--- config.mk ---
export PLATFORM = sky130hd
export DESIGN_NAME = vec_dispatch
export DESIGN_NICKNAME = d
export VERILOG_FILES = /design/src/hdl/vec_pkg.sv /design/src/hdl/vec_dispatch.sv
export SDC_FILE = /design/constraint.sdc
export NUM_CORES = 1
export LEC_CHECK = 0
export BUFFER_PORTS_ARGS = -buffer_cell sky130_fd_sc_hd__buf_2
export CORE_AREA = 2 2 190 192
export CTS_BUF_LIST = sky130_fd_sc_hd__clkbuf_8
export DETAILED_ROUTE_END_ITERATION = 6
export DIE_AREA = 0 0 192 194
export PLACE_DENSITY_LB_ADDON = 0.15
export SLEW_MARGIN = 20
export SYNTH_ARGS = -nofsm -noshare
export SYNTH_HDL_FRONTEND = slang
export SYNTH_SLANG_ARGS = --single-unit
--- constraint.sdc ---
create_clock -name clock -period 1 [get_ports clock]
set_input_delay 0.1 -clock clock [delete_from_list [all_inputs] [get_ports clock]]
set_output_delay 0.1 -clock clock [all_outputs]
set_load 0.1 [all_outputs]
--- src/hdl/vec_pkg.sv ---
package vec_pkg;

    // ~~~~~~~~~~~~~~~~~~~~
    // fixed-point format
    // ~~~~~~~~~~~~~~~~~~~~

    // fraction bits of the Q format.
    localparam int q_bits_default = 10;

    // ~~~~~~~~~~~~~~~~~~~~
    // operations
    // ~~~~~~~~~~~~~~~~~~~~

    typedef enum logic {
        op_dot   = 1'b0,
        op_cross = 1'b1
    } vec_op_e;

    // ~~~~~~~~~~~~~~~~~~~~
    // data words
    // ~~~~~~~~~~~~~~~~~~~~

    typedef struct packed {
        logic signed [31:0] e0;
        logic signed [31:0] e1;
        logic signed [31:0] e2;
    } vec3_t;

    // one command word.
    typedef struct packed {
        vec_op_e op;
        vec3_t   a;
        vec3_t   b;
    } vec_cmd_t;

    // scalar result sits in the low word.
    typedef struct packed {
        logic [63:0]        pad;
        logic signed [31:0] value;
    } vec_scalar_t;

    typedef union packed {
        vec3_t       vector;
        vec_scalar_t scalar;
    } vec_res_u;

    // op tells the reader which view of value to use.
    typedef struct packed {
        vec_op_e  op;
        vec_res_u value;
    } vec_res_t;

endpackage

--- src/hdl/vec_dispatch.sv ---
`timescale 1ns/1ps

module vec_dispatch (
    input  logic              clock,
    input  logic              reset,

    // command side.
    input  vec_pkg::vec_cmd_t head,
    input  logic              cmd_empty,
    output logic              cmd_rd_en,

    // unit read side.
    output logic              dot_empty,
    output logic              cross_empty,
    input  logic              dot_rd_en,
    input  logic              cross_rd_en,

    // unit write side.
    input  logic              dot_wr_en,
    input  logic              cross_wr_en,
    input  vec_pkg::vec_res_u dot_result,
    input  vec_pkg::vec_res_u cross_result,

    // result side.
    output vec_pkg::vec_res_t res,
    output logic              res_wr_en
);

    logic busy;
    logic head_is_dot;
    logic head_is_cross;
    logic head_ready;

    // ~~~~~~~~~~~~~~~~~~~~
    // command steering
    // ~~~~~~~~~~~~~~~~~~~~

    assign head_is_dot   = (head.op == vec_pkg::op_dot);
    assign head_is_cross = (head.op == vec_pkg::op_cross);

    // a head is offered only while no command is in flight.
    assign head_ready = !cmd_empty && !busy;

    assign dot_empty   = !(head_ready && head_is_dot);
    assign cross_empty = !(head_ready && head_is_cross);

    // at most one unit sees the head, so at most one pops.
    assign cmd_rd_en = dot_rd_en || cross_rd_en;

    // ~~~~~~~~~~~~~~~~~~~~
    // result merge
    // ~~~~~~~~~~~~~~~~~~~~

    assign res_wr_en = dot_wr_en || cross_wr_en;

    always_comb begin
        if (cross_wr_en) begin
            res.op    = vec_pkg::op_cross;
            res.value = cross_result;
        end else begin
            res.op    = vec_pkg::op_dot;
            res.value = dot_result;
        end
    end

    // set on pop, clear on result write.
    always_ff @(posedge clock or posedge reset) begin
        if (reset) begin
            busy <= 1'b0;
        end else if (cmd_rd_en) begin
            busy <= 1'b1;
        end else if (res_wr_en) begin
            busy <= 1'b0;
        end
    end

endmodule

# --- After elaboration in Yosys (flattened, before gate mapping) ---
# Index checks and enable logic that the tools add are counted.
totals:
  reg_bits: 1
  rom_bits: 0
  mem_bits_rw: 0
  word_cells: 15
  latchBits: 0
  n_memories: 0
op_classes:
  n_reduce_logical: 10
  order_cmp: 0
  shifts: 0
  n_bitwise: 1
  n_eq_ne: 0
  multipliers: 0
  mux: 3
  addsub: 0
  n_div: 0
op_table:
  columns: ["operator", "n"]
  rows:
  - ["97-bit two-way mux", 1]
  - ["1-bit zero test", 4]
  - ["1-bit logical AND", 3]
  - ["1-bit logical OR", 2]
  - ["1-bit two-way mux", 2]
  - ["2-bit nonzero test", 1]
  - ["1-bit NOT", 1]

# --- Depth between registers and ports, before layout ---
# Gate-level depths: netlist (run 1).
depth:
  word_depth: 4
  depth_mapped: 5

# --- Worst setup path before layout (run 1) ---
# Ideal clock, no wire load.
synth_timing:
  kind: "in2out"
  start: "input port cross_wr_en"
  end: "output port res_wr_en"
  t_arrival_ps: 1139
  path_slack_ps: -239
  path_stages: 5
  path_buffers: 3
  path_cell_list: "buf_6 > buf_6 > buf_6 > nor2_1 > inv_1"
synth_between:
  elab_chain_len: 1
synth_lines:
  columns: ["element", "line", "rtl"]
  rows:
  - ["start, declared", "vec_dispatch.sv:20", "input logic cross_wr_en,"]
  - ["1-bit logical OR", "vec_dispatch.sv:54", "assign res_wr_en = dot_wr_en || cross_wr_en;"]
  - ["end, declared", "vec_dispatch.sv:26", "output logic res_wr_en"]
# No other way between the ends.

==> results of run 1 <==
## what timing repair did
item	in CTS	in global routing
hold endpoints to repair	1	0
pin swaps	0	0
setup buffers	1	1
setup endpoints to repair	98	98
gates cloned	3	1
gates resized for setup	75	34
hold buffers	1	0
## kinds of logic after synthesis
group                  after synthesis
AOI/OAI and AO/OA                    1
DFF                                  1
and+or+nand+nor                      5
muxes                               96
buffers and inverters               14
## worst min path at each step
stage,start,endpoint,slack (ps)
floorplan,reset,busy$_DFFE_PP0P_,-170
global placement,reset,busy$_DFFE_PP0P_,-60
detailed placement,reset,busy$_DFFE_PP0P_,-60
CTS,dot_rd_en,busy$_DFFE_PP0P_,470
global route,cross_rd_en,busy$_DFFE_PP0P_,480
finish,dot_rd_en,busy$_DFFE_PP0P_,440
## Yosys cell counts
library cell | number | share of area, %
a21o_1 | 1 | 0.56
buf_2 | 6 | 2.2
buf_4 | 1 | 0.56
buf_6 | 5 | 4.2
dfrtp_1 | 1 | 1.9
inv_1 | 2 | 0.56
mux2_2 | 67 | 56
mux2_4 | 29 | 32
nand2_1 | 1 | 0.28
nor2_1 | 2 | 0.56
or2_2 | 1 | 0.46
or3_1 | 1 | 0.46
## report_power, final
| group | switching (mW) | internal (mW) | leakage (nW) |
|---|---|---|---|
| logic | 3.08 | 2.01 | 2.67 |
| clock network | 0 | 0 | 0 |
| registers | 0.00111 | 0.0434 | 0.0100 |
## worst min-delay path, delay by kind of cell
kind	cells	cell delay (ps)
buf+inv	1	70
compound gates	1	100
simple gates	1	130
## layer usage
layer	vias up	global-route usage, %	wire length, um
met5	-	0	27
met4	4	0	3
met3	4	3.42	2140
met2	189	12.5	6870
met1	1008	6.56	4380
li1	1075	-	-
## cell type report
class | instances | area [um2]
Timing Repair Buffer | 327 | 3380
Multi-Input combinational cell | 102 | 1440
Inverter | 2 | 11.3
Tap cell | 461 | 577
Sequential cell | 1 | 25.0
Fill cell | 3968 | 29800
## stage by stage
stage	hold WS, ps	setup TNS [ps]	utilization, %
finish	440	-9470	15.4
global route	476	-12840	15.4
CTS	469	-11180	14.9
detailed placement	-57.7	-13690	13.9
global placement	-61.8	-13900	13.9
floorplan	-171	-3190	-
==> flow_summary.toml, run 1 <==
[yosys]
syn_area_um2 = 1350
syn-num-nets = 509
synthAdderAreaFrac_pct = 0
synth.area.mux_share_pct = 88.3
synth_xor_area_share_pct = 0
ys_seq_elements = 1
avgSynthCellArea_um2 = 11.5
yosysWarnings = 0
syn_inst = 117
synth_compound_area_share_pct = 0.557
yosys.area_share.simple_pct = 1.76
ys_seq_area_share_pct = 1.86
ys_types = 12
synth_top_family_by_area = "multiplexers"

[placement]
preCtsSetupSlack_ps = -220
dp_cells = 886
place_hpwl_um = 11600
port_buffers = 300
routabilityCongestion = 0.663
place_area_um2 = 4890

[worst_setup_path]
cp.arrival_ps = 1040
r2r_start = "busy$_DFFE_PP0P_"
slowest_delay_ps = 310
crit_start = "cross_wr_en"
rr_worst_depth = 2
path_buf_inv = 4
reg2reg_to = "busy$_DFFE_PP0P_"
crit_type = "in2out"
critical_path.max_fanout = 8
crit_path_end = "res[82]"
r2r_slack_ps = 230
worstSetupStartpointType = "input port"
cp_cell_sequence = "buf_16 -> buf_16 -> buf_12 -> mux2_4 -> buf_12"
cpLargestDelayFamily = "buffers and inverters"
worst-path-stages = 5
critPathSlowestCell = "mux2_4"
endpoint_kind = "primary output"
worstPathRequired_ps = 900

[power]
power_density_nw_per_um2 = 946
ir_worst_vdd_mv = 0.409
p_leak_nw = 2.68
total_power_mw = 5.14

[timing]
setup_slack_ps = -145
hold_violations = 0
slew_viol_final = 0
min_period_ps = 1140
maxSlewHeadroom_pct = 66.8
finalSetupViolCount = 96
fmax_mhz = 874
finClkSkew_ps = 0
rsz0062_at_grt = "true"
finalCritPeriodShare_pct = 114
timing_worst_slew_pin_value_ps = 501

[drt]
routed_wl_um = 13400
wl_per_cell_um = 15.0
drt_first_iter_violations = 24
vias_per_cell = 2.55
antenna_left = 0
dr.pass1.iters = 4
via_count = 2280
drc = 0

[die]
num_io_pins = 493
initial_core_util_pct = 3.83
dieArea_um2 = 37200
num_rows = 69
die_w_um = 192
core_um2 = 35200
die_h_um = 194

[outcome]
violations = "setup timing"
outcome = "complete, but fails checks"

[cells_and_area]
reg.largest.list = "busy x1"
largest_reg_flops = 1
antenna_cells = 0
nNetsFinal = 826
final_cell_mix = "buf_2 (199), buf_12 (95), mux2_4 (83), buf_6 (20), mux2_2 (13)"
layout_commonest_cell = "buf_2"
fin_cells = 893
drive_gt1_share_pct = 99.1
syn_to_final_growth_pct = 303
final_area_um2 = 5430
regMostFlops = "busy"

[worst_hold_path]
hold_depth = 3
min_path_type = "in2reg"

[flow_run]
max_cap_violations = 0

[grt]
grt_pass1_wl_um = 17500
grt_max_degree = 18
grt_pass1_vias = 2479
overflow = 0
globalRouteTotalUtil_pct = 6.52
grt_antenna_before_repair = 2

[clock_network]
clk_pin_slew_worst_paths_ps = 0
clkLatencyLatePin_ps = 0
(Power assumes the default switching activity.)
==> run 2: changes to the inputs <==
- PLACE_DENSITY: default -> 0.37
- PLACE_DENSITY_LB_ADDON: 0.15 -> default
- TNS_END_PERCENT: default -> 10
==> run 2 against run 1 <==
Power is 4.5% lower. Largest power group unchanged. Highest routed layer is now met4. Critical endpoint is now res[60]. Cell area is 4.9% lower. Sequential share of layout area hardly changed. Utilization is 0.75 points lower. Clock skew stayed put. Fmax is 2.6% higher. Via count is 0.39% lower. Register-to-register slack better by 20 ps. Die area stayed put. The run still ends with setup timing left. Routed wire length is 12% lower. Hold slack worse by 60 ps.
==> flow_summary.toml, run 2 (same netlist as run 1, synthesis figures left out) <==
[timing]
rsz0062_at_grt = "true"
fmax_mhz = 896
maxSlewHeadroom_pct = 68.0
min_period_ps = 1120
tns_ps = -4260
slew_viol_final = 0
finalSetupViolCount = 69
finalCritPeriodShare_pct = 112
hold_violations = 0
timing_worst_slew_pin_value_ps = 484
hold_ws_ps = 380
setup_slack_ps = -116
finClkSkew_ps = 0

[worst_setup_path]
critical_path.max_fanout = 6
cp_cell_sequence = "buf_16 -> bufbuf_16 -> mux2_2 -> buf_6"
worst-path-stages = 4
rr_worst_depth = 2
r2r_slack_ps = 250
path_buf_inv = 3
worstPathRequired_ps = 900
cp.arrival_ps = 1020
endpoint_kind = "primary output"
worstSetupStartpointType = "input port"
critPathSlowestCell = "mux2_2"
cpLargestDelayFamily = "buffers and inverters"
crit_type = "in2out"
crit_start = "cross_wr_en"
slowest_delay_ps = 330
r2r_start = "busy$_DFFE_PP0P_"

[outcome]
violations = "setup timing"
outcome = "complete, but fails checks"

[cells_and_area]
largest_reg_flops = 1
regArea_um2 = 25.0
syn_to_final_growth_pct = 283
final_cell_mix = "buf_2 (199), buf_12 (69), mux2_4 (60), buf_6 (39), mux2_2 (36)"
antenna_cells = 0
fin_cells = 893
reg.largest.list = "busy x1"
regMostFlops = "busy"
drive_gt1_share_pct = 98.8
nNetsFinal = 826
multiInputGateArea_um2 = 1350
fillers = 4004
layout_commonest_cell = "buf_2"

[grt]
grt_pass1_vias = 2442
overflow = 0
grt_pass1_wl_um = 15600
grt_antenna_before_repair = 2
globalRouteTotalUtil_pct = 5.80
grt_max_degree = 17

[drt]
dr.pass1.iters = 4
drt_first_iter_violations = 14
via_count = 2271
vias_per_cell = 2.54
drc = 0
routed_wl_um = 11900
antenna_left = 0
wl_per_cell_um = 13.3

[worst_hold_path]
min_path_type = "in2reg"
hp-start = "dot_rd_en"
hold_depth = 3

[power]
p_leak_nw = 2.52
total_power_mw = 4.90
ir_worst_vdd_mv = 0.425
power_density_nw_per_um2 = 949

[placement]
place_hpwl_um = 9760
dp_cells = 885
routabilityCongestion = 0.773
port_buffers = 300

[die]
die_w_um = 192
dieArea_um2 = 37200
num_io_pins = 493
core_um2 = 35200
initial_core_util_pct = 3.83
num_rows = 69
die_h_um = 194

[clock_network]
clkLatencyLatePin_ps = 0
clk_pin_slew_worst_paths_ps = 0
cts_setup_buffers = 0

[flow_run]
max_cap_violations = 0
==> run 2: changes by cell type in the layout (fill, tap and decap cells not counted), sizes merged <==
| cell | previous run | this run |
|---|---|---|
| bufbuf | 0 | 1 |
| clkbuf | 1 | 0 |
==> run 2: report_power, final <==
| part | leakage (nW) | internal, mW | switching (mW) |
|---|---|---|---|
| clock | 0 | 0 | 0 |
| combinational | 2.51 | 1.84 | 3.02 |
| sequential | 0.0100 | 0.0434 | 0.00110 |
| total | 2.52 | 1.88 | 3.02 |
==> run 2: tightest hold or removal path: stages <==
cell and delay [ps]:
buf_2 70, or2_2 100, a21o_1 70
==> run 2: path summary, 6_finish.rpt <==
path                                     to
setup / recovery                    res[60]
hold / removal             busy$_DFFE_PP0P_
setup reg to reg           busy$_DFFE_PP0P_
hold reg to reg            busy$_DFFE_PP0P_
max in group asynchronous  busy$_DFFE_PP0P_
min in group asynchronous  busy$_DFFE_PP0P_
==> run 2: per-stage QoR <==
stage	setup slack, ps	area (um2)	util, %
after detailed placement	-324	4350	12.3
after global routing	-133	5160	14.7
after CTS	-116	5120	14.5
final	-116	5160	14.7
after floorplan	-108	1390	-
after global placement	-325	4350	12.3
==> run 2: final cells by class <==
| cell class | instances | area share, % |
|---|---|---|
| inverters | 2 | 0.218 |
| multi-input cells | 102 | 26.2 |
| repair buffers | 327 | 61.9 |
| well taps | 461 | 11.2 |
| flip-flops and latches | 1 | 0.484 |
==> run 2: per-layer routing <==
layer | global-route usage, % | vias up | routed length, um
met2 | 11.4 | 199 | 6140
met3 | 1.65 | 4 | 1440
li1 | - | 1074 | -
met4 | 0 | 0 | 27
met1 | 6.49 | 994 | 4240
met5 | 0 | - | 0
==> run 2: repair_timing <==
action | in CTS | in global routing
hold buffers | 1 | 0
setup endpoints to repair | 99 | 98
endpoints found under the hold margin | 1 | 0
gates resized for setup | 165 | 12
cloned | 7 | 0
==> run 3: changes to the inputs <==
- ABC_AREA: default -> 1
- CORE_AREA: 2 2 190 192 -> 2 2 191 193
- DIE_AREA: 0 0 192 194 -> 0 0 193 195
==> run 3 against run 2 <==
The run still ends with setup timing left. Global-route usage is 1.3 points higher. Cell count increased by 26%. Clock skew stayed put. Largest power group unchanged. Highest routed layer is now met3. Flip-flop and latch count stayed put. Hold slack got worse by 38 ps. Via count rose by 40%.
==> flow_summary.toml, run 3 <==
[timing]
tns_ps = -524
rsz0062_at_grt = "true"
setup_slack_ps = -80.8
min_period_ps = 1080
finalCritPeriodShare_pct = 108
finalSetupViolCount = 24
fmax_mhz = 925
hold_ws_ps = 342
finClkSkew_ps = 0
maxSlewHeadroom_pct = 68.0
slew_viol_final = 0
timing_worst_slew_pin_value_ps = 483
hold_violations = 0

[grt]
met2_usage_pct = 13.2
busiest_layer = "met2"
overflow = 0
grt_pass1_wl_um = 19700
globalRouteTotalUtil_pct = 7.07
grt_antenna_before_repair = 0
met1_usage_pct = 8.17
use_met3_pct = 2.41
grt_pass1_vias = 3174
grt_max_degree = 44

[die]
dieArea_um2 = 37600
initial_core_util_pct = 4.08
num_rows = 69
die_w_um = 193
die_h_um = 195
core_um2 = 35400
num_io_pins = 493

[drt]
dr.pass1.iters = 4
drc = 0
routed_wl_um = 14300
antenna_left = 0
via_count = 3180
wl_per_cell_um = 12.7
vias_per_cell = 2.82
drt_first_iter_violations = 40

[cells_and_area]
drive_gt1_share_pct = 60.3
antenna_cells = 0
fin_util_pct = 16.5
final_area_um2 = 5840
syn_to_final_growth_pct = 305
largest_reg_flops = 1
final_cell_mix = "buf_2 (199), buf_12 (103), inv_1 (101), nand2_1 (95), o21ai_1 (59)"
regMostFlops = "busy"
layout_commonest_cell = "buf_2"
nNetsFinal = 1062
reg.largest.list = "busy x1"
fillers = 4066

[yosys]
syn_area_um2 = 1440
synth_area_leader_cell = "o21ai_0"
netlist_top_cells_area = "o21ai_0 (33%), inv_1 (26%), nand2_1 (25%), buf_6 (6.2%), buf_4 (2.6%)"
ys.flop_type = "dfrtp_1"
avgSynthCellArea_um2 = 4.48
ys_types = 11
ys_seq_area_share_pct = 1.73
synth_edf_count = 0
ys_seq_elements = 1
syn_inst = 322
yosysMostFrequentCell = "inv_1"
synth-async-reset-ratio_pct = 100
synthTopCellsByCount = "inv_1 (101), nand2_1 (98), o21ai_0 (96)"
yosysTopAreaCellShare_pct = 33.3
yosysWarnings = 0
syn-num-nets = 714

[worst_setup_path]
worstPathRequired_ps = 900
r2r_slack_ps = 380
critical_path.max_fanout = 9
worstSetupStartpointType = "input port"
endpoint_kind = "primary output"
rr_worst_depth = 2
reg2reg_to = "busy$_DFFE_PP0P_"
crit_type = "in2out"
r2r_start = "busy$_DFFE_PP0P_"
cp.arrival_ps = 980

[clock_network]
clkLatencyLatePin_ps = 0
clk_pin_slew_worst_paths_ps = 0

[placement]
port_buffers = 300
place_area_um2 = 5450
routabilityCongestion = 0.736
place_hpwl_um = 12600

[power]
power_density_nw_per_um2 = 908
total_power_mw = 5.31
p_leak_nw = 3.10
ir_worst_vdd_mv = 0.365

[worst_hold_path]
min_path_type = "in2reg"
hp-start = "dot_rd_en"
hold_depth = 3
hold_end = "busy$_DFFE_PP0P_"

[flow_run]
max_cap_violations = 0

[outcome]
outcome = "complete, but fails checks"
violations = "setup timing"
run 3: cell types whose count changed after synthesis, moves of 4 or more:
cell     before  now
buf_4         1    5
inv_1         2  101
mux2_2       67    0
mux2_4       29    0
nand2_1       1   98
o21ai_0       0   96
run 3: metal layers:
metal  routed length [um]  vias to the layer above
li1                     -                     1646
met1                 5520                     1372
met2                 7220                      162
met3                 1610                        0
met4                    0                        0
met5                    0                        -
run 3: area by class of cell:
| cell class | count | area (um2) | share of cell area (%) |
|---|---|---|---|
| multi-input cells | 198 | 1110 | 19.0 |
| repair buffers | 368 | 3750 | 64.2 |
| well taps | 461 | 577 | 9.87 |
| flip-flops and latches | 1 | 25.0 | 0.428 |
| inverters | 101 | 379 | 6.49 |
run 3: logic make-up after synthesis:
group / share of synthesized area, %
compound gates: 33.3
flops: 1.73
simple gates: 26.9
buf+inv: 38.1
run 3: worst max-delay path, stage by stage:
cell	delay, ps
buf_16	130
bufbuf_16	280
o21ai_0	150
buf_4	140
buf_12	160
run 3: stage by stage:
stage / setup slack [ps] / std cells
6_report: -80.8 / 1129
5_1_grt: -124 / 1129
4_1_cts: -103 / 1129
3_5_place_dp: -470 / 1124
3_3_place_gp: -477 / 1124
2_1_floorplan: -1590 / 322
run 3: worst max path at each step:
| stage | from | to | cells after the start |
|---|---|---|---|
| after detailed placement | cross_wr_en | res[6] | 5 |
| after floorplan | cross_wr_en | res[30] | 3 |
| after global routing | cross_wr_en | res[14] | 6 |
| after global placement | cross_wr_en | res[6] | 5 |
| after CTS | cross_wr_en | res[51] | 4 |
| final | cross_wr_en | res[19] | 5 |
run 3: timing repair:
item                                    in CTS  in global routing
endpoints found under the hold margin        1                  0
endpoints found under the setup margin      98                 67
setup buffers                                0                  0
resized for setup                           95                 42
hold buffers                                 1                  0
pin swaps                                    2                  0
gates cloned                                 6                  0
run 3: power by group:
part,internal [mW],switching (mW)
registers,0.0434,0.00176
clock network,0,0
logic,1.97,3.29
