===== config.mk =====
export PLATFORM = sky130hd
export DESIGN_NAME = sync_fifo
export DESIGN_NICKNAME = d
export VERILOG_FILES = /design/src/hdl/sync_fifo.sv
export SDC_FILE = /design/constraint.sdc
export NUM_CORES = 1
export LEC_CHECK = 0
export BUFFER_PORTS_ARGS = -buffer_cell sky130_fd_sc_hd__buf_2
export CORE_ASPECT_RATIO = 1.75
export CORE_MARGIN = 5
export CORE_UTILIZATION = 57
export CTS_CLUSTER_SIZE = 10
export DETAILED_ROUTE_END_ITERATION = 8
export GPL_TIMING_DRIVEN = 0
export PLACE_DENSITY = 0.89
export SYNTH_ARGS = -nofsm -noshare
export SYNTH_HDL_FRONTEND = slang
export SYNTH_SLANG_ARGS = --single-unit

===== constraint.sdc =====
create_clock -name clock -period 2.2 [get_ports clock]
set_input_delay 0.33 -clock clock [delete_from_list [all_inputs] [get_ports clock]]
set_output_delay 0.33 -clock clock [all_outputs]
set_load 0.02 [all_outputs]

===== src/hdl/sync_fifo.sv =====
`timescale 1ns/1ps

module sync_fifo #(
    parameter int WIDTH = 32,
    parameter int DEPTH = 4
) (
    input  logic             clock,
    input  logic             reset,
    input  logic             wr_en,
    input  logic [WIDTH-1:0] din,
    output logic             full,
    input  logic             rd_en,
    output logic [WIDTH-1:0] dout,
    output logic             empty
);

    localparam int ADDR_BITS  = (DEPTH > 1) ? $clog2(DEPTH) : 1;
    localparam int COUNT_BITS = $clog2(DEPTH + 1);

    logic [WIDTH-1:0]      mem [DEPTH];
    logic [ADDR_BITS-1:0]  wr_ptr;
    logic [ADDR_BITS-1:0]  rd_ptr;
    logic [COUNT_BITS-1:0] count;
    logic                  do_write;
    logic                  do_read;

    // pointer step with wrap, depth need not be a power of two.
    function automatic logic [ADDR_BITS-1:0] next_ptr(input logic [ADDR_BITS-1:0] ptr);
        logic [ADDR_BITS-1:0] nxt;
        if (ptr == ADDR_BITS'(DEPTH - 1)) begin
            nxt = '0;
        end else begin
            nxt = ptr + 1'b1;
        end
        return nxt;
    endfunction

    // ~~~~~~~~~~~~~~~~~~~~
    // flags and head
    // ~~~~~~~~~~~~~~~~~~~~

    assign full  = (count == COUNT_BITS'(DEPTH));
    assign empty = (count == '0);

    // overflow and underflow are dropped.
    assign do_write = wr_en && !full;
    assign do_read  = rd_en && !empty;

    // show-ahead.
    assign dout = mem[rd_ptr];

    // ~~~~~~~~~~~~~~~~~~~~
    // storage
    // ~~~~~~~~~~~~~~~~~~~~

    always_ff @(posedge clock) begin
        if (do_write) begin
            mem[wr_ptr] <= din;
        end
    end

    always_ff @(posedge clock or posedge reset) begin
        if (reset) begin
            wr_ptr <= '0;
            rd_ptr <= '0;
        end else begin
            if (do_write) begin
                wr_ptr <= next_ptr(wr_ptr);
            end
            if (do_read) begin
                rd_ptr <= next_ptr(rd_ptr);
            end
        end
    end

    always_ff @(posedge clock or posedge reset) begin
        if (reset) begin
            count <= '0;
        end else begin
            case ({do_write, do_read})
                2'b10:   count <= count + 1'b1;
                2'b01:   count <= count - 1'b1;
                default: count <= count;
            endcase
        end
    end

endmodule


# Yosys cells after proc, flatten, opt, wreduce, memory -nomap -nowiden
# Memories as Yosys holds them, arrays and structs flattened.
# Cells that the tools add are included.
[totals]
register_bits = 7
latch_bits = 0
ramBits = 128
memories = 1
word_cells = 24
romBits = 0
in_bits = 36
out_inout_bits = 34
[classes]
n_eq_ne = 5
div = 0
n_shift = 0
add_sub_neg = 4
magnitude_cmp = 0
muxes = 5
reduce_logical = 6
bitwise_logic = 0
multipliers = 0
[memory_table]
columns = ["memory", "depth", "width", "read_ports", "rd_ports_with_merged_regs", "write_ports", "line_no", "source"]
rows = [
  ["mem", 4, 32, 1, 0, 1, "20", "logic [WIDTH-1:0] mem [DEPTH];"],
]
[ops]
columns = ["cell", "count"]
rows = [
  ["$eq 2x2->1 const B", 3],
  ["$pmux 3 s2", 1],
  ["$add 2x1->2 const B", 2],
  ["$mux 2", 2],
  ["$add 3x1->3 const B", 1],
  ["$eq 3x3->1 const B", 1],
  ["$logic_not 3->1", 1],
  ["$sub 3x1->3 const B", 1],
  ["$eq 2x1->1 const B", 1],
  ["$logic_and 1x1->1", 2],
  ["$logic_not 1->1", 2],
  ["$mux 1", 2],
  ["$reduce_bool 2->1", 1],
]

# Longest topological paths before layout
# Gate-level depths: netlist (run 1).
[depth]
word_depth = 5
ltp_mapped = 9
depth_no_buf = 9

# Least setup slack after synthesis (run 1)
# Ideal clock, no wire load.
[synth_path]
kind = "reg-to-reg"
startpoint = "register count[0]"
endpoint = "register count[2]"
setup_ns = 0.125
path_buffers = 0
path_stages_with_launch = 10
setup_slack_ns = 0.101
required_ns = 2.075
period_less_slack_ns = 2.099
arrival_ns = 1.974
cell_sequence = "dfrtp_1 -> nor3_1 -> nand2b_1 -> inv_1 -> ha_1 -> inv_1 -> fa_1 -> xor2_1 -> nor2_1 -> xor2_1"
[synth_via]
elab_chain_len = 5
word_cells_on_any_way = 12
cone_classes = "add/sub: 2; eq/ne: 3; mux: 1; reduce/logical: 6"
[synth_rtl]
columns = ["element", "line_no", "source"]
rows = [
  ["start: declaration", "23", "logic [COUNT_BITS-1:0] count;"],
  ["start signal: assignment", "81", "2'b10: count <= count + 1'b1;"],
  ["start signal: assignment", "82", "2'b01: count <= count - 1'b1;"],
  ["start signal: assignment", "83", "default: count <= count;"],
  ["$logic_not 3->1 *", "43", "assign empty = (count == '0);"],
  ["named net empty", "14", "output logic empty"],
  ["$logic_not 1->1 *", "47", "assign do_read = rd_en && !empty;"],
  ["$logic_and 1x1->1 *", "47", ""],
  ["named net do_read", "25", "logic do_read;"],
  ["$eq 2x1->1 / $eq 2x2->1 (equally long branches)", "80", "case ({do_write, do_read})"],
  ["$pmux 3 s2 / $reduce_bool 2->1 (equally long branches)", "-", ""],
]
# Mark *: on every way through the listed nets, which the timed path passes. The rest lies on a longest branch.
# A chain may end at the register's enable or synchronous reset.

# Worst setup path after layout (run 1)
[layout_path]
startpoint = "register rd_ptr[0]"
endpoint = "output dout[25]"
[layout_via]
elab_chain_len = 1
[layout_rtl]
columns = ["element", "line_no", "source"]
rows = [
  ["start: declaration", "22", "logic [ADDR_BITS-1:0] rd_ptr;"],
  ["start signal: assignment", "71", "rd_ptr <= next_ptr(rd_ptr);"],
  ["$mem_v2 4x32", "-", ""],
  ["end: declaration", "13", "output logic [WIDTH-1:0] dout,"],
]
# Every way passes these cells.

==> impl_metrics.prom, run 1 <==
# TYPE chip_impl_metric gauge
chip_impl_metric{name="max-clock-path-buffers",unit=""} 2
chip_impl_metric{name="dp.final_hpwl",unit="um"} 5339
chip_impl_metric{name="dr_total_vias",unit=""} 2319
chip_impl_metric{name="drt-wirelength-per-cell",unit="um"} 19.89
chip_impl_metric{name="ys_seq_area_share",unit="%"} 78.49
chip_impl_metric{name="ioPinCount",unit=""} 70
chip_impl_info{name="start_kind",value="flop"} 1
chip_impl_metric{name="areaGrowthSynthToFinish",unit="%"} 21.21
chip_impl_metric{name="tightestPinTransition",unit="ps"} 860.0
chip_impl_metric{name="largest_net_degree_at_the_start_of_global_routing",unit=""} 33
chip_impl_info{name="rr_startpoint",value="count[2]$_DFFE_PP0P_"} 1
chip_impl_metric{name="cp_data_arrival_time",unit="ps"} 1810
chip_impl_metric{name="hold_viol_final",unit=""} 0
chip_impl_metric{name="synth.net_count",unit=""} 252
chip_impl_info{name="cells_along_the_critical_path",value="buf_6 -> buf_12 -> mux4_2 -> buf_2"} 1
chip_impl_info{name="worstHoldPathType",value="in2reg"} 1
chip_impl_metric{name="number_of_global_route_vias_before_repair",unit=""} 2555
chip_impl_info{name="cp-end-kind",value="output port"} 1
chip_impl_metric{name="layout.nets",unit=""} 342
chip_impl_metric{name="synth-warning-count",unit=""} 0
chip_impl_metric{name="r2r_cells",unit=""} 3
chip_impl_metric{name="wp_data_required",unit="ps"} 1870
chip_impl_info{name="crit_type",value="reg2out"} 1
chip_impl_metric{name="cell_area_power_density",unit="mW/mm^2"} 1455
chip_impl_info{name="mostFrequentLayoutCell",value="edfxtp_1"} 1
chip_impl_metric{name="cts_h_tree_depth",unit=""} 4
chip_impl_info{name="cts-root-buf",value="clkbuf_16"} 1
chip_impl_metric{name="grt.total_usage",unit="%"} 18.00
chip_impl_metric{name="netlist_instances",unit=""} 209
chip_impl_metric{name="synthDistinctLibCells",unit=""} 21
chip_impl_metric{name="slew_viol_final",unit=""} 0
chip_impl_metric{name="overflow",unit=""} 0
chip_impl_info{name="clock_tree_from_tritoncts",value="done"} 1
chip_impl_metric{name="port-buffer-count",unit=""} 69
chip_impl_metric{name="via_per_inst",unit=""} 5.406
chip_impl_info{name="r2r-end",value="mem[0][23]$_DFFE_PP_"} 1
chip_impl_metric{name="fin_worst_skew",unit="ps"} 3.757
chip_impl_metric{name="timing.reg2reg.setup_slack",unit="ps"} 200
chip_impl_metric{name="ant_nets",unit=""} 0
chip_impl_metric{name="coreArea",unit="sq mm"} 0.008727
chip_impl_metric{name="setup_tns",unit="ps"} 0
chip_impl_info{name="worst_hold_path.endpoint",value="mem[2][13]$_DFFE_PP_"} 1
chip_impl_metric{name="postLayoutCoreUtil",unit="%"} 71.11
chip_impl_metric{name="grt_pass1_wl",unit="um"} 13750
chip_impl_info{name="cp_top_family",value="multiplexers"} 1
chip_impl_metric{name="initial_utilization",unit="%"} 58.67
chip_impl_metric{name="die_width",unit="um"} 81.65
chip_impl_metric{name="drc",unit=""} 0
chip_impl_metric{name="n_antenna_cell",unit=""} 0
chip_impl_metric{name="max_slew_margin",unit="%"} 42.66
chip_impl_metric{name="floorplan.die_area",unit="sq mm"} 0.01105
chip_impl_metric{name="tritoncts_num_sinks",unit=""} 135
chip_impl_metric{name="worstPathBufferInverterCount",unit=""} 3
chip_impl_info{name="slowest_stage",value="mux4_2"} 1
chip_impl_metric{name="post-route-min-period",unit="ps"} 2137
chip_impl_metric{name="fp-row-count",unit=""} 45
chip_impl_metric{name="final-setup-viol-count",unit=""} 0
chip_impl_info{name="outcome",value="complete, no violations"} 1
chip_impl_metric{name="timing.critical_path.fanout_max",unit=""} 10
chip_impl_metric{name="drt-initial-drc-count",unit=""} 125
chip_impl_info{name="setup_repair_after_global_routing_missed_its_margin",value="no"} 1
chip_impl_metric{name="power.leakage",unit="nW"} 2.236
chip_impl_info{name="startpoint",value="rd_ptr[0]$_DFFE_PP0P_"} 1
chip_impl_metric{name="routed_wl",unit="um"} 8534
chip_impl_metric{name="ys_ff_latch",unit=""} 135
chip_impl_metric{name="finalCritPeriodShare",unit="%"} 97.15
chip_impl_metric{name="maxCapViolCount",unit=""} 0
chip_impl_metric{name="clk_transition_reported_paths",unit="ps"} 50
chip_impl_info{name="hold_path_startpoint",value="din[13]"} 1
chip_impl_metric{name="mappedNetlistArea",unit="sq mm"} 0.005120
chip_impl_metric{name="clk-insertion-delay-late",unit="ps"} 410
chip_impl_metric{name="irDropWorstVdd",unit="mV"} 0.9105
chip_impl_metric{name="die_h",unit="um"} 135.4
chip_impl_metric{name="clock_buffers_created_by_tritoncts",unit=""} 17
chip_impl_metric{name="synth.avg_cell_area",unit="sq um"} 24.50
chip_impl_metric{name="grt_antenna_before_repair",unit=""} 1
chip_impl_metric{name="drt_pass1_iterations",unit=""} 5
chip_impl_info{name="layout.cells.most_common_list",value="edfxtp_1, buf_2, mux4_2, clkbuf_16, inv_1"} 1
chip_impl_metric{name="routabilityCongestion",unit=""} 0.7270
chip_impl_metric{name="layout-drive-gt1-share",unit="%"} 45.51
chip_impl_metric{name="cpPeakStageDelay",unit="ps"} 520
chip_impl_metric{name="max_clock_freq",unit="MHz"} 467.9
chip_impl_metric{name="hold_depth",unit=""} 1
## cell type report
type	instances	area [sq um]
clock inverters	11	107.6
repair buffers	72	382.9
inverters	8	30.03
fillers	506	2521
well taps	117	146.4
multi-input cells	58	985.9
plain buffers	7	93.84
flip-flops and latches	135	4019
clock buffers	21	440.4
## metal layers
metal	GRT usage [%]	part of all wire [%]	up-vias
met5	0	0.23	-
met4	6.932	1.7	2
met3	6.858	4.7	15
met2	29.63	55	62
met1	21.24	39	1188
li1	-	-	1052
## cell families (layout without fill, tap and decap cells)
family / Yosys count / in the layout / synth area share (%)
mux: 37 / 37 / 15.44
flops: 135 / 135 / 78.49
buf+inv: 16 / 119 / 2.346
fa+ha+maj: 7 / 7 / 1.857
xor+xnor: 3 / 3 / 0.5133
simple gates: 11 / 11 / 1.344
## worst max path at each step
stage / end / cells past startpoint
6_report: dout[25] / 4
3_5_place_dp: mem[0][16]$_DFFE_PP_ / 3
5_1_grt: dout[10] / 4
4_1_cts: dout[25] / 4
3_3_place_gp: mem[1][18]$_DFFE_PP_ / 3
2_1_floorplan: count[2]$_DFFE_PP0P_ / 9
## synthesized netlist by cell type, drive strengths merged
library cell,instances,share of area [%]
edfxtp,128,75
nor3b,1,0.24
nand2b,1,0.12
ha,6,1.5
nor3,1,0.098
xnor2,1,0.17
nor2b,1,0.17
and2,4,0.49
mux4,32,14
buf,7,1.7
xor2,2,0.34
nor2,3,0.22
clkbuf,1,0.073
mux2i,1,0.20
dfrtp,7,3.4
mux2,4,0.88
fa,1,0.39
inv,8,0.59
## where the power goes
| group | switching (mW) | leakage, nW | internal (mW) |
|---|---|---|---|
| sequential | 0.176 | 1.25 | 3.42 |
| combinational | 1.58 | 0.715 | 1.26 |
| clock | 0.946 | 0.265 | 1.64 |
| total | 2.70 | 2.24 | 6.32 |
## sequential cells by signal, indices dropped and copies added, names as in the netlist
register	flops
count	3
mem	128
rd_ptr	2
wr_ptr	2
## through the flow
step	power, mW	area, sq um	hold slack, ps	instances	worst slack [ps]
after floorplan	5.625	5120	133.4	209	101.0
after global placement	6.388	5612	261.8	395	-343.4
after detailed placement	6.478	5617	273.0	395	202.9
after CTS	9.092	6182	120.7	428	9.412
after global routing	9.478	6206	115.9	429	2.363
final	9.029	6206	134.7	429	62.69
## what timing repair did
action | in CTS | in global routing
resized for setup | 3 | 0
pin swaps | 0 | 0
setup buffers | 0 | 2
endpoints found under the setup margin | 11 | 26
hold buffers | 1 | 0
hold endpoints to repair | 7 | 0
Note: power is estimated with default switching activity, not from simulation.
==> run 2, diff against run 1 <==
--- a/config.mk
+++ b/config.mk
@@ -6,9 +6,11 @@
 export NUM_CORES = 1
 export LEC_CHECK = 0
 export BUFFER_PORTS_ARGS = -buffer_cell sky130_fd_sc_hd__buf_2
+export CELL_PAD_IN_SITES_DETAIL_PLACEMENT = 1
+export CELL_PAD_IN_SITES_GLOBAL_PLACEMENT = 1
 export CORE_ASPECT_RATIO = 1.75
 export CORE_MARGIN = 5
-export CORE_UTILIZATION = 57
+export CORE_UTILIZATION = 50
 export CTS_CLUSTER_SIZE = 10
 export DETAILED_ROUTE_END_ITERATION = 8
 export GPL_TIMING_DRIVEN = 0
==> run 2 against run 1 <==
Against the previous run: sequential power grew 1%; global-route usage increased by 0.38 points; total power up 4.6%; via count is 3.1% higher; non-clock buffer count is 2 higher; clock skew grew 5.4 ps; die area grew 13%; largest cell class unchanged; combinational power rose by 3%; clock-buffer cell count fell by 4; first-iteration DRC count fell by 14%.
==> impl_metrics.prom, run 2 (synthesis results as in run 1) <==
# TYPE chip_impl_metric gauge
chip_impl_metric{name="cpPeakStageDelay",unit="ps"} 520
chip_impl_metric{name="floorplan.die_area",unit="sq mm"} 0.01244
chip_impl_metric{name="layout_cells_excl_fill",unit=""} 441
chip_impl_metric{name="place_inst",unit=""} 405
chip_impl_info{name="crit_type",value="reg2out"} 1
chip_impl_metric{name="max_slew_margin",unit="%"} 38.69
chip_impl_metric{name="drc",unit=""} 0
chip_impl_metric{name="overflow",unit=""} 0
chip_impl_metric{name="slew_viol_final",unit=""} 0
chip_impl_info{name="rr_startpoint",value="count[2]$_DFFE_PP0P_"} 1
chip_impl_metric{name="largest_net_degree_at_the_start_of_global_routing",unit=""} 33
chip_impl_metric{name="total_power",unit="mW"} 9.444
chip_impl_metric{name="die_h",unit="um"} 143.9
chip_impl_metric{name="fin_worst_skew",unit="ps"} 9.137
chip_impl_metric{name="die_width",unit="um"} 86.50
chip_impl_metric{name="drt-initial-drc-count",unit=""} 108
chip_impl_metric{name="grt.total_usage",unit="%"} 18.39
chip_impl_metric{name="max_clock_freq",unit="MHz"} 463.8
chip_impl_info{name="cp-end-kind",value="output port"} 1
chip_impl_metric{name="clock_power_share",unit="%"} 30.6
chip_impl_metric{name="layout-drive-gt1-share",unit="%"} 46.50
chip_impl_metric{name="via_per_inst",unit=""} 5.422
chip_impl_metric{name="port-buffer-count",unit=""} 69
chip_impl_metric{name="routed_wl",unit="um"} 10440
chip_impl_metric{name="max-clock-path-buffers",unit=""} 2
chip_impl_metric{name="cts_h_tree_depth",unit=""} 4
chip_impl_info{name="start_kind",value="flop"} 1
chip_impl_metric{name="postLayoutCoreUtil",unit="%"} 61.83
chip_impl_info{name="largest_registers",value="mem x128, count x3"} 1
chip_impl_info{name="slowest_stage",value="mux4_2"} 1
chip_impl_metric{name="final-setup-viol-count",unit=""} 0
chip_impl_info{name="hold_path_startpoint",value="din[3]"} 1
chip_impl_metric{name="largest_register_ffs",unit=""} 128
chip_impl_metric{name="comb_power_share",unit="%"} 30.9
chip_impl_info{name="regMostFlops",value="mem"} 1
chip_impl_metric{name="clk_transition_reported_paths",unit="ps"} 60
chip_impl_metric{name="hold_depth",unit=""} 1
chip_impl_info{name="clock_tree_from_tritoncts",value="done"} 1
chip_impl_info{name="setup_repair_after_global_routing_missed_its_margin",value="yes"} 1
chip_impl_metric{name="p_sw",unit="mW"} 2.866
chip_impl_metric{name="drt-wirelength-per-cell",unit="um"} 23.68
chip_impl_metric{name="power.leakage",unit="nW"} 2.267
chip_impl_metric{name="r2r_cells",unit=""} 3
chip_impl_metric{name="timing.critical_path.fanout_max",unit=""} 10
chip_impl_info{name="r2r-end",value="mem[3][21]$_DFFE_PP_"} 1
chip_impl_metric{name="grt_pass1_wl",unit="um"} 15960
chip_impl_metric{name="dr_total_vias",unit=""} 2391
chip_impl_metric{name="initial_utilization",unit="%"} 50.31
chip_impl_metric{name="finalCritPeriodShare",unit="%"} 98.00
chip_impl_metric{name="tritoncts_num_sinks",unit=""} 135
chip_impl_metric{name="areaGrowthSynthToFinish",unit="%"} 22.90
chip_impl_metric{name="switching_power_as_a_share_of_total_power",unit="%"} 30.34
chip_impl_metric{name="layout.nets",unit=""} 344
chip_impl_metric{name="cell_area_power_density",unit="mW/mm^2"} 1501
chip_impl_info{name="outcome",value="complete, no violations"} 1
chip_impl_metric{name="hold_slack",unit="ps"} 131.5
chip_impl_metric{name="clock_buffers_created_by_tritoncts",unit=""} 17
chip_impl_metric{name="fp-row-count",unit=""} 49
chip_impl_metric{name="grt_antenna_before_repair",unit=""} 0
chip_impl_info{name="worstHoldPathType",value="in2reg"} 1
chip_impl_info{name="layout.cells.most_common_list",value="edfxtp_1, buf_2, mux4_2, clkbuf_16, inv_1"} 1
chip_impl_metric{name="p_seq_share",unit="%"} 38.5
chip_impl_metric{name="cp_data_arrival_time",unit="ps"} 1830
chip_impl_metric{name="postPlaceCellArea",unit="sq mm"} 0.005629
chip_impl_metric{name="ant_nets",unit=""} 0
chip_impl_metric{name="coreArea",unit="sq mm"} 0.01018
chip_impl_metric{name="post-route-min-period",unit="ps"} 2156
chip_impl_info{name="worst_hold_path.endpoint",value="mem[0][3]$_DFFE_PP_"} 1
chip_impl_metric{name="dp.final_hpwl",unit="um"} 6612
chip_impl_metric{name="wp_data_required",unit="ps"} 1870
chip_impl_metric{name="clk-insertion-delay-late",unit="ps"} 410
chip_impl_metric{name="hold_viol_final",unit=""} 0
chip_impl_info{name="cells_along_the_critical_path",value="buf_6 -> buf_12 -> mux4_2 -> buf_2"} 1
chip_impl_info{name="cts-root-buf",value="clkbuf_16"} 1
chip_impl_metric{name="timing.reg2reg.setup_slack",unit="ps"} 170
chip_impl_metric{name="number_of_global_route_vias_before_repair",unit=""} 2718
chip_impl_metric{name="layout.cell_area.non_filler",unit="sq mm"} 0.006292
chip_impl_metric{name="internal-power",unit="mW"} 6.579
chip_impl_metric{name="maxCapViolCount",unit=""} 0
chip_impl_metric{name="routabilityCongestion",unit=""} 0.6906
chip_impl_info{name="mostFrequentLayoutCell",value="edfxtp_1"} 1
chip_impl_metric{name="irDropWorstVdd",unit="mV"} 0.8100
chip_impl_metric{name="ioPinCount",unit=""} 70
chip_impl_metric{name="drt_pass1_iterations",unit=""} 6
chip_impl_metric{name="worstPathBufferInverterCount",unit=""} 3
chip_impl_info{name="cp_top_family",value="multiplexers"} 1
chip_impl_metric{name="tightestPinTransition",unit="ps"} 919.7
chip_impl_metric{name="n_antenna_cell",unit=""} 0
## run 2: changes by cell type in the layout (fill, tap and decap cells not counted), sizes merged
| cell | previous run | this run |
|---|---|---|
| buf | 78 | 79 |
| bufinv | 2 | 4 |
| clkbuf | 21 | 18 |
| clkinv | 7 | 8 |
| clkinvlp | 2 | 3 |
## run 2: how the worst max path moves through the flow
stage	startpoint	end	slack, ps	cells after the start
4_1_cts	rd_ptr[0]$_DFFE_PP0P_	dout[7]	6	4
5_1_grt	rd_ptr[0]$_DFFE_PP0P_	dout[7]	-20	4
3_3_place_gp	count[2]$_DFFE_PP0P_	mem[3][16]$_DFFE_PP_	-370	3
3_5_place_dp	count[2]$_DFFE_PP0P_	mem[3][16]$_DFFE_PP_	170	3
2_1_floorplan	count[0]$_DFFE_PP0P_	count[2]$_DFFE_PP0P_	100	9
6_report	rd_ptr[0]$_DFFE_PP0P_	dout[7]	40	4
## run 2: cell type report
cell class	instances	area [sq um]
clock inverters	15	185.2
flip-flops and latches	135	4019
well taps	127	158.9
inverters	8	30.03
plain buffers	7	93.84
multi-input cells	58	985.9
clock buffers	17	425.4
fillers	919	3885
repair buffers	74	394.1
## run 2: metrics by stage
stage	TNS [ps]	setup slack, ps
final	0	43.91
after global routing	-43.70	-17.81
after CTS	0	5.792
after detailed placement	0	166.9
after global placement	-45450	-374.9
after floorplan	0	101.0
## run 2: worst register-to-register path, stage by stage, from the launching register on
cell and delay, ps:
dfrtp_1 400, nor3b_2 180, nor2b_2 240, and2_2 810
## run 2: per-layer routing
layer	wire [um]	track usage [%]
met1	3742	20.33
met2	6099	32.85
met3	447	5.967
met4	153	6.404
met5	0	0
## run 2: what timing repair did
item | 4_1_cts | 5_1_grt
setup buffers | 3 | 1
hold endpoints to repair | 7 | 0
gates cloned | 0 | 0
hold buffers | 1 | 0
gates resized for setup | 2 | 4
endpoints found under the setup margin | 29 | 8
## run 2: power by group through the flow
stage                     Clock, mW  Sequential (mW)  Combinational, mW
after floorplan                   0             3.57               2.05
after global placement            0             3.60               2.80
after detailed placement          0             3.66               2.89
after CTS                      2.93             3.64               2.95
after global routing           3.09             3.67               3.12
final                          2.89             3.64               2.92
==> run 3, diff against run 2 <==
--- a/config.mk
+++ b/config.mk
@@ -14,7 +14,7 @@
 export CTS_CLUSTER_SIZE = 10
 export DETAILED_ROUTE_END_ITERATION = 8
 export GPL_TIMING_DRIVEN = 0
-export PLACE_DENSITY = 0.89
+export PLACE_DENSITY_LB_ADDON = 0.1
 export SYNTH_ARGS = -nofsm -noshare
 export SYNTH_HDL_FRONTEND = slang
 export SYNTH_SLANG_ARGS = --single-unit
==> run 3 against run 2 <==
Against the previous run: sequential share of layout area down 0.40 points; via count decreased by 2.0%; clock-buffer cell count is 1 higher; critical path depth is the same; first-iteration DRC count grew 55%; fmax up 0.77%; design area grew 0.64%; worst hold slack lost 5.7 ps; sequential power down 1%; sequential cell count stayed put; final cell count rose by 0.23%; clock skew down 1.3 ps; critical endpoint is now dout[5]; largest cell class unchanged.
==> impl_metrics.prom, run 3 (synthesis results as in run 1) <==
# TYPE chip_impl_metric gauge
chip_impl_info{name="outcome",value="complete, no violations"} 1
chip_impl_metric{name="clock_buffers_created_by_tritoncts",unit=""} 17
chip_impl_metric{name="max-clock-path-buffers",unit=""} 2
chip_impl_metric{name="p_sw",unit="mW"} 2.865
chip_impl_metric{name="max_slew_margin",unit="%"} 40.01
chip_impl_metric{name="grt_antenna_before_repair",unit=""} 0
chip_impl_metric{name="clk-insertion-delay-late",unit="ps"} 410
chip_impl_metric{name="routabilityCongestion",unit=""} 0.6634
chip_impl_metric{name="place_inst",unit=""} 408
chip_impl_metric{name="die_width",unit="um"} 86.50
chip_impl_info{name="mostFrequentLayoutCell",value="edfxtp_1"} 1
chip_impl_metric{name="cp_data_arrival_time",unit="ps"} 1810
chip_impl_info{name="start_kind",value="flop"} 1
chip_impl_metric{name="floorplan.die_area",unit="sq mm"} 0.01244
chip_impl_metric{name="layout.cell_area.non_filler",unit="sq mm"} 0.006332
chip_impl_metric{name="post-route-min-period",unit="ps"} 2140
chip_impl_metric{name="port-buffer-count",unit=""} 69
chip_impl_metric{name="tightestPinTransition",unit="ps"} 899.8
chip_impl_metric{name="fin_worst_skew",unit="ps"} 7.873
chip_impl_metric{name="routed_wl",unit="um"} 9440
chip_impl_metric{name="layout.nets",unit=""} 345
chip_impl_metric{name="total_power",unit="mW"} 9.302
chip_impl_info{name="crit_type",value="reg2out"} 1
chip_impl_metric{name="comb_power_share",unit="%"} 32.0
chip_impl_metric{name="layout-drive-gt1-share",unit="%"} 47.30
chip_impl_metric{name="ioPinCount",unit=""} 70
chip_impl_metric{name="postLayoutCoreUtil",unit="%"} 62.22
chip_impl_metric{name="dp.final_hpwl",unit="um"} 6142
chip_impl_metric{name="coreArea",unit="sq mm"} 0.01018
chip_impl_metric{name="grt.met3_usage",unit="%"} 4.418
chip_impl_metric{name="final-setup-viol-count",unit=""} 0
chip_impl_metric{name="switching_power_as_a_share_of_total_power",unit="%"} 30.80
chip_impl_metric{name="cts_h_tree_depth",unit=""} 4
chip_impl_metric{name="tritoncts_num_sinks",unit=""} 135
chip_impl_metric{name="p_seq_share",unit="%"} 38.6
chip_impl_metric{name="drt-initial-drc-count",unit=""} 167
chip_impl_metric{name="clock_power_share",unit="%"} 29.4
chip_impl_metric{name="cell_area_power_density",unit="mW/mm^2"} 1469
chip_impl_info{name="layout.cells.most_common_list",value="edfxtp_1, buf_2, mux4_2, clkbuf_16, inv_1"} 1
chip_impl_metric{name="grt.total_usage",unit="%"} 16.83
chip_impl_metric{name="n_antenna_cell",unit=""} 0
chip_impl_metric{name="timing.critical_path.fanout_max",unit=""} 10
chip_impl_info{name="gr_busiest_metal",value="met2"} 1
chip_impl_metric{name="postPlaceCellArea",unit="sq mm"} 0.005697
chip_impl_metric{name="die_h",unit="um"} 143.9
chip_impl_metric{name="postLayoutSetupSlackWorst",unit="ps"} 60.43
chip_impl_metric{name="dp_slack",unit="ps"} 127.5
chip_impl_metric{name="gr-usage-met1",unit="%"} 18.84
chip_impl_metric{name="internal-power",unit="mW"} 6.437
chip_impl_metric{name="hold_viol_final",unit=""} 0
chip_impl_metric{name="grt_pass1_wl",unit="um"} 14980
chip_impl_metric{name="layout_cells_excl_fill",unit=""} 442
chip_impl_metric{name="maxCapViolCount",unit=""} 0
chip_impl_metric{name="globalRouteMet2Util",unit="%"} 29.58
chip_impl_metric{name="initial_utilization",unit="%"} 50.31
chip_impl_info{name="cts-root-buf",value="clkbuf_16"} 1
chip_impl_metric{name="finalCritPeriodShare",unit="%"} 97.25
chip_impl_metric{name="irDropWorstVdd",unit="mV"} 0.8774
chip_impl_metric{name="wp_data_required",unit="ps"} 1870
chip_impl_info{name="worstHoldPathType",value="in2reg"} 1
chip_impl_info{name="setup_repair_after_global_routing_missed_its_margin",value="yes"} 1
chip_impl_info{name="cp-end-kind",value="output port"} 1
chip_impl_metric{name="number_of_global_route_vias_before_repair",unit=""} 2709
chip_impl_metric{name="slew_viol_final",unit=""} 0
chip_impl_metric{name="largest_net_degree_at_the_start_of_global_routing",unit=""} 33
chip_impl_info{name="clock_tree_from_tritoncts",value="done"} 1
chip_impl_metric{name="areaGrowthSynthToFinish",unit="%"} 23.68
chip_impl_metric{name="via_per_inst",unit=""} 5.301
chip_impl_metric{name="overflow",unit=""} 0
chip_impl_metric{name="largest_register_ffs",unit=""} 128
chip_impl_info{name="regMostFlops",value="mem"} 1
chip_impl_metric{name="clk_transition_reported_paths",unit="ps"} 60
chip_impl_metric{name="ant_nets",unit=""} 0
chip_impl_metric{name="drt_pass1_iterations",unit=""} 4
chip_impl_metric{name="drt-wirelength-per-cell",unit="um"} 21.36
chip_impl_metric{name="fp-row-count",unit=""} 49
chip_impl_metric{name="dr_total_vias",unit=""} 2343
chip_impl_metric{name="drc",unit=""} 0
chip_impl_metric{name="power.leakage",unit="nW"} 2.277
chip_impl_info{name="largest_registers",value="mem x128, count x3"} 1
chip_impl_metric{name="max_clock_freq",unit="MHz"} 467.4
## run 3: path summary, 6_finish.rpt
| check | from | end | slack (ps) | cells past startpoint |
|---|---|---|---|---|
| worst max-delay path | rd_ptr[0]$_DFFE_PP0P_ | dout[5] | 60 | 4 |
| worst min register to register | count[2]$_DFFE_PP0P_ | count[2]$_DFFE_PP0P_ | 490 | 1 |
| min in group asynchronous | reset | count[1]$_DFFE_PP0P_ | 380 | 3 |
| worst max register to register | count[2]$_DFFE_PP0P_ | mem[2][19]$_DFFE_PP_ | 160 | 3 |
| worst min-delay path | din[13] | mem[1][13]$_DFFE_PP_ | 130 | 1 |
| max in group asynchronous | reset | rd_ptr[0]$_DFFE_PP0P_ | 1600 | 3 |
## run 3: critical path, cell delays in order, from the launching register on
cell and delay [ps]:
dfrtp_1 370, buf_6 170, buf_12 160, mux4_2 520, buf_2 180
## run 3: area by class of cell
type | count | area [sq um]
buffer | 7 | 93.84
clock buffer | 18 | 429.2
clock inverter | 14 | 152.6
fill | 887 | 3845
inverter | 8 | 30.03
multi-input combinational | 58 | 985.9
sequential | 135 | 4019
tap | 127 | 158.9
timing repair buffer | 75 | 462.9
## run 3: through the flow
| step | hold WS (ps) | setup TNS (ps) |
|---|---|---|
| final | 125.8 | 0 |
| after global routing | 114.8 | -17.25 |
| after CTS | 108.2 | 0 |
| after detailed placement | 279.4 | 0 |
| after global placement | 283.4 | -62720 |
| after floorplan | 133.4 | 0 |
## run 3: repair_timing
action,in CTS,in global routing
endpoints found under the setup margin,29,17
buffers inserted,1,1
gates resized for setup,3,4
pin swaps,0,0
endpoints found under the hold margin,7,0
hold buffers,1,0
## run 3: power groups by stage
stage / Combinational, mW / Sequential (mW) / Clock [mW]
4_1_cts: 3.02 / 3.61 / 2.79
3_5_place_dp: 2.96 / 3.63 / 0
3_3_place_gp: 2.85 / 3.61 / 0
6_report: 2.98 / 3.59 / 2.73
2_1_floorplan: 2.05 / 3.57 / 0
5_1_grt: 3.20 / 3.64 / 2.94
## run 3: layer usage
metal  vias up  routed length, um
met2        66               5335
met3        14                451
met1      1208               3505
met4         0                148
met5         -                  0
li1       1055                  -
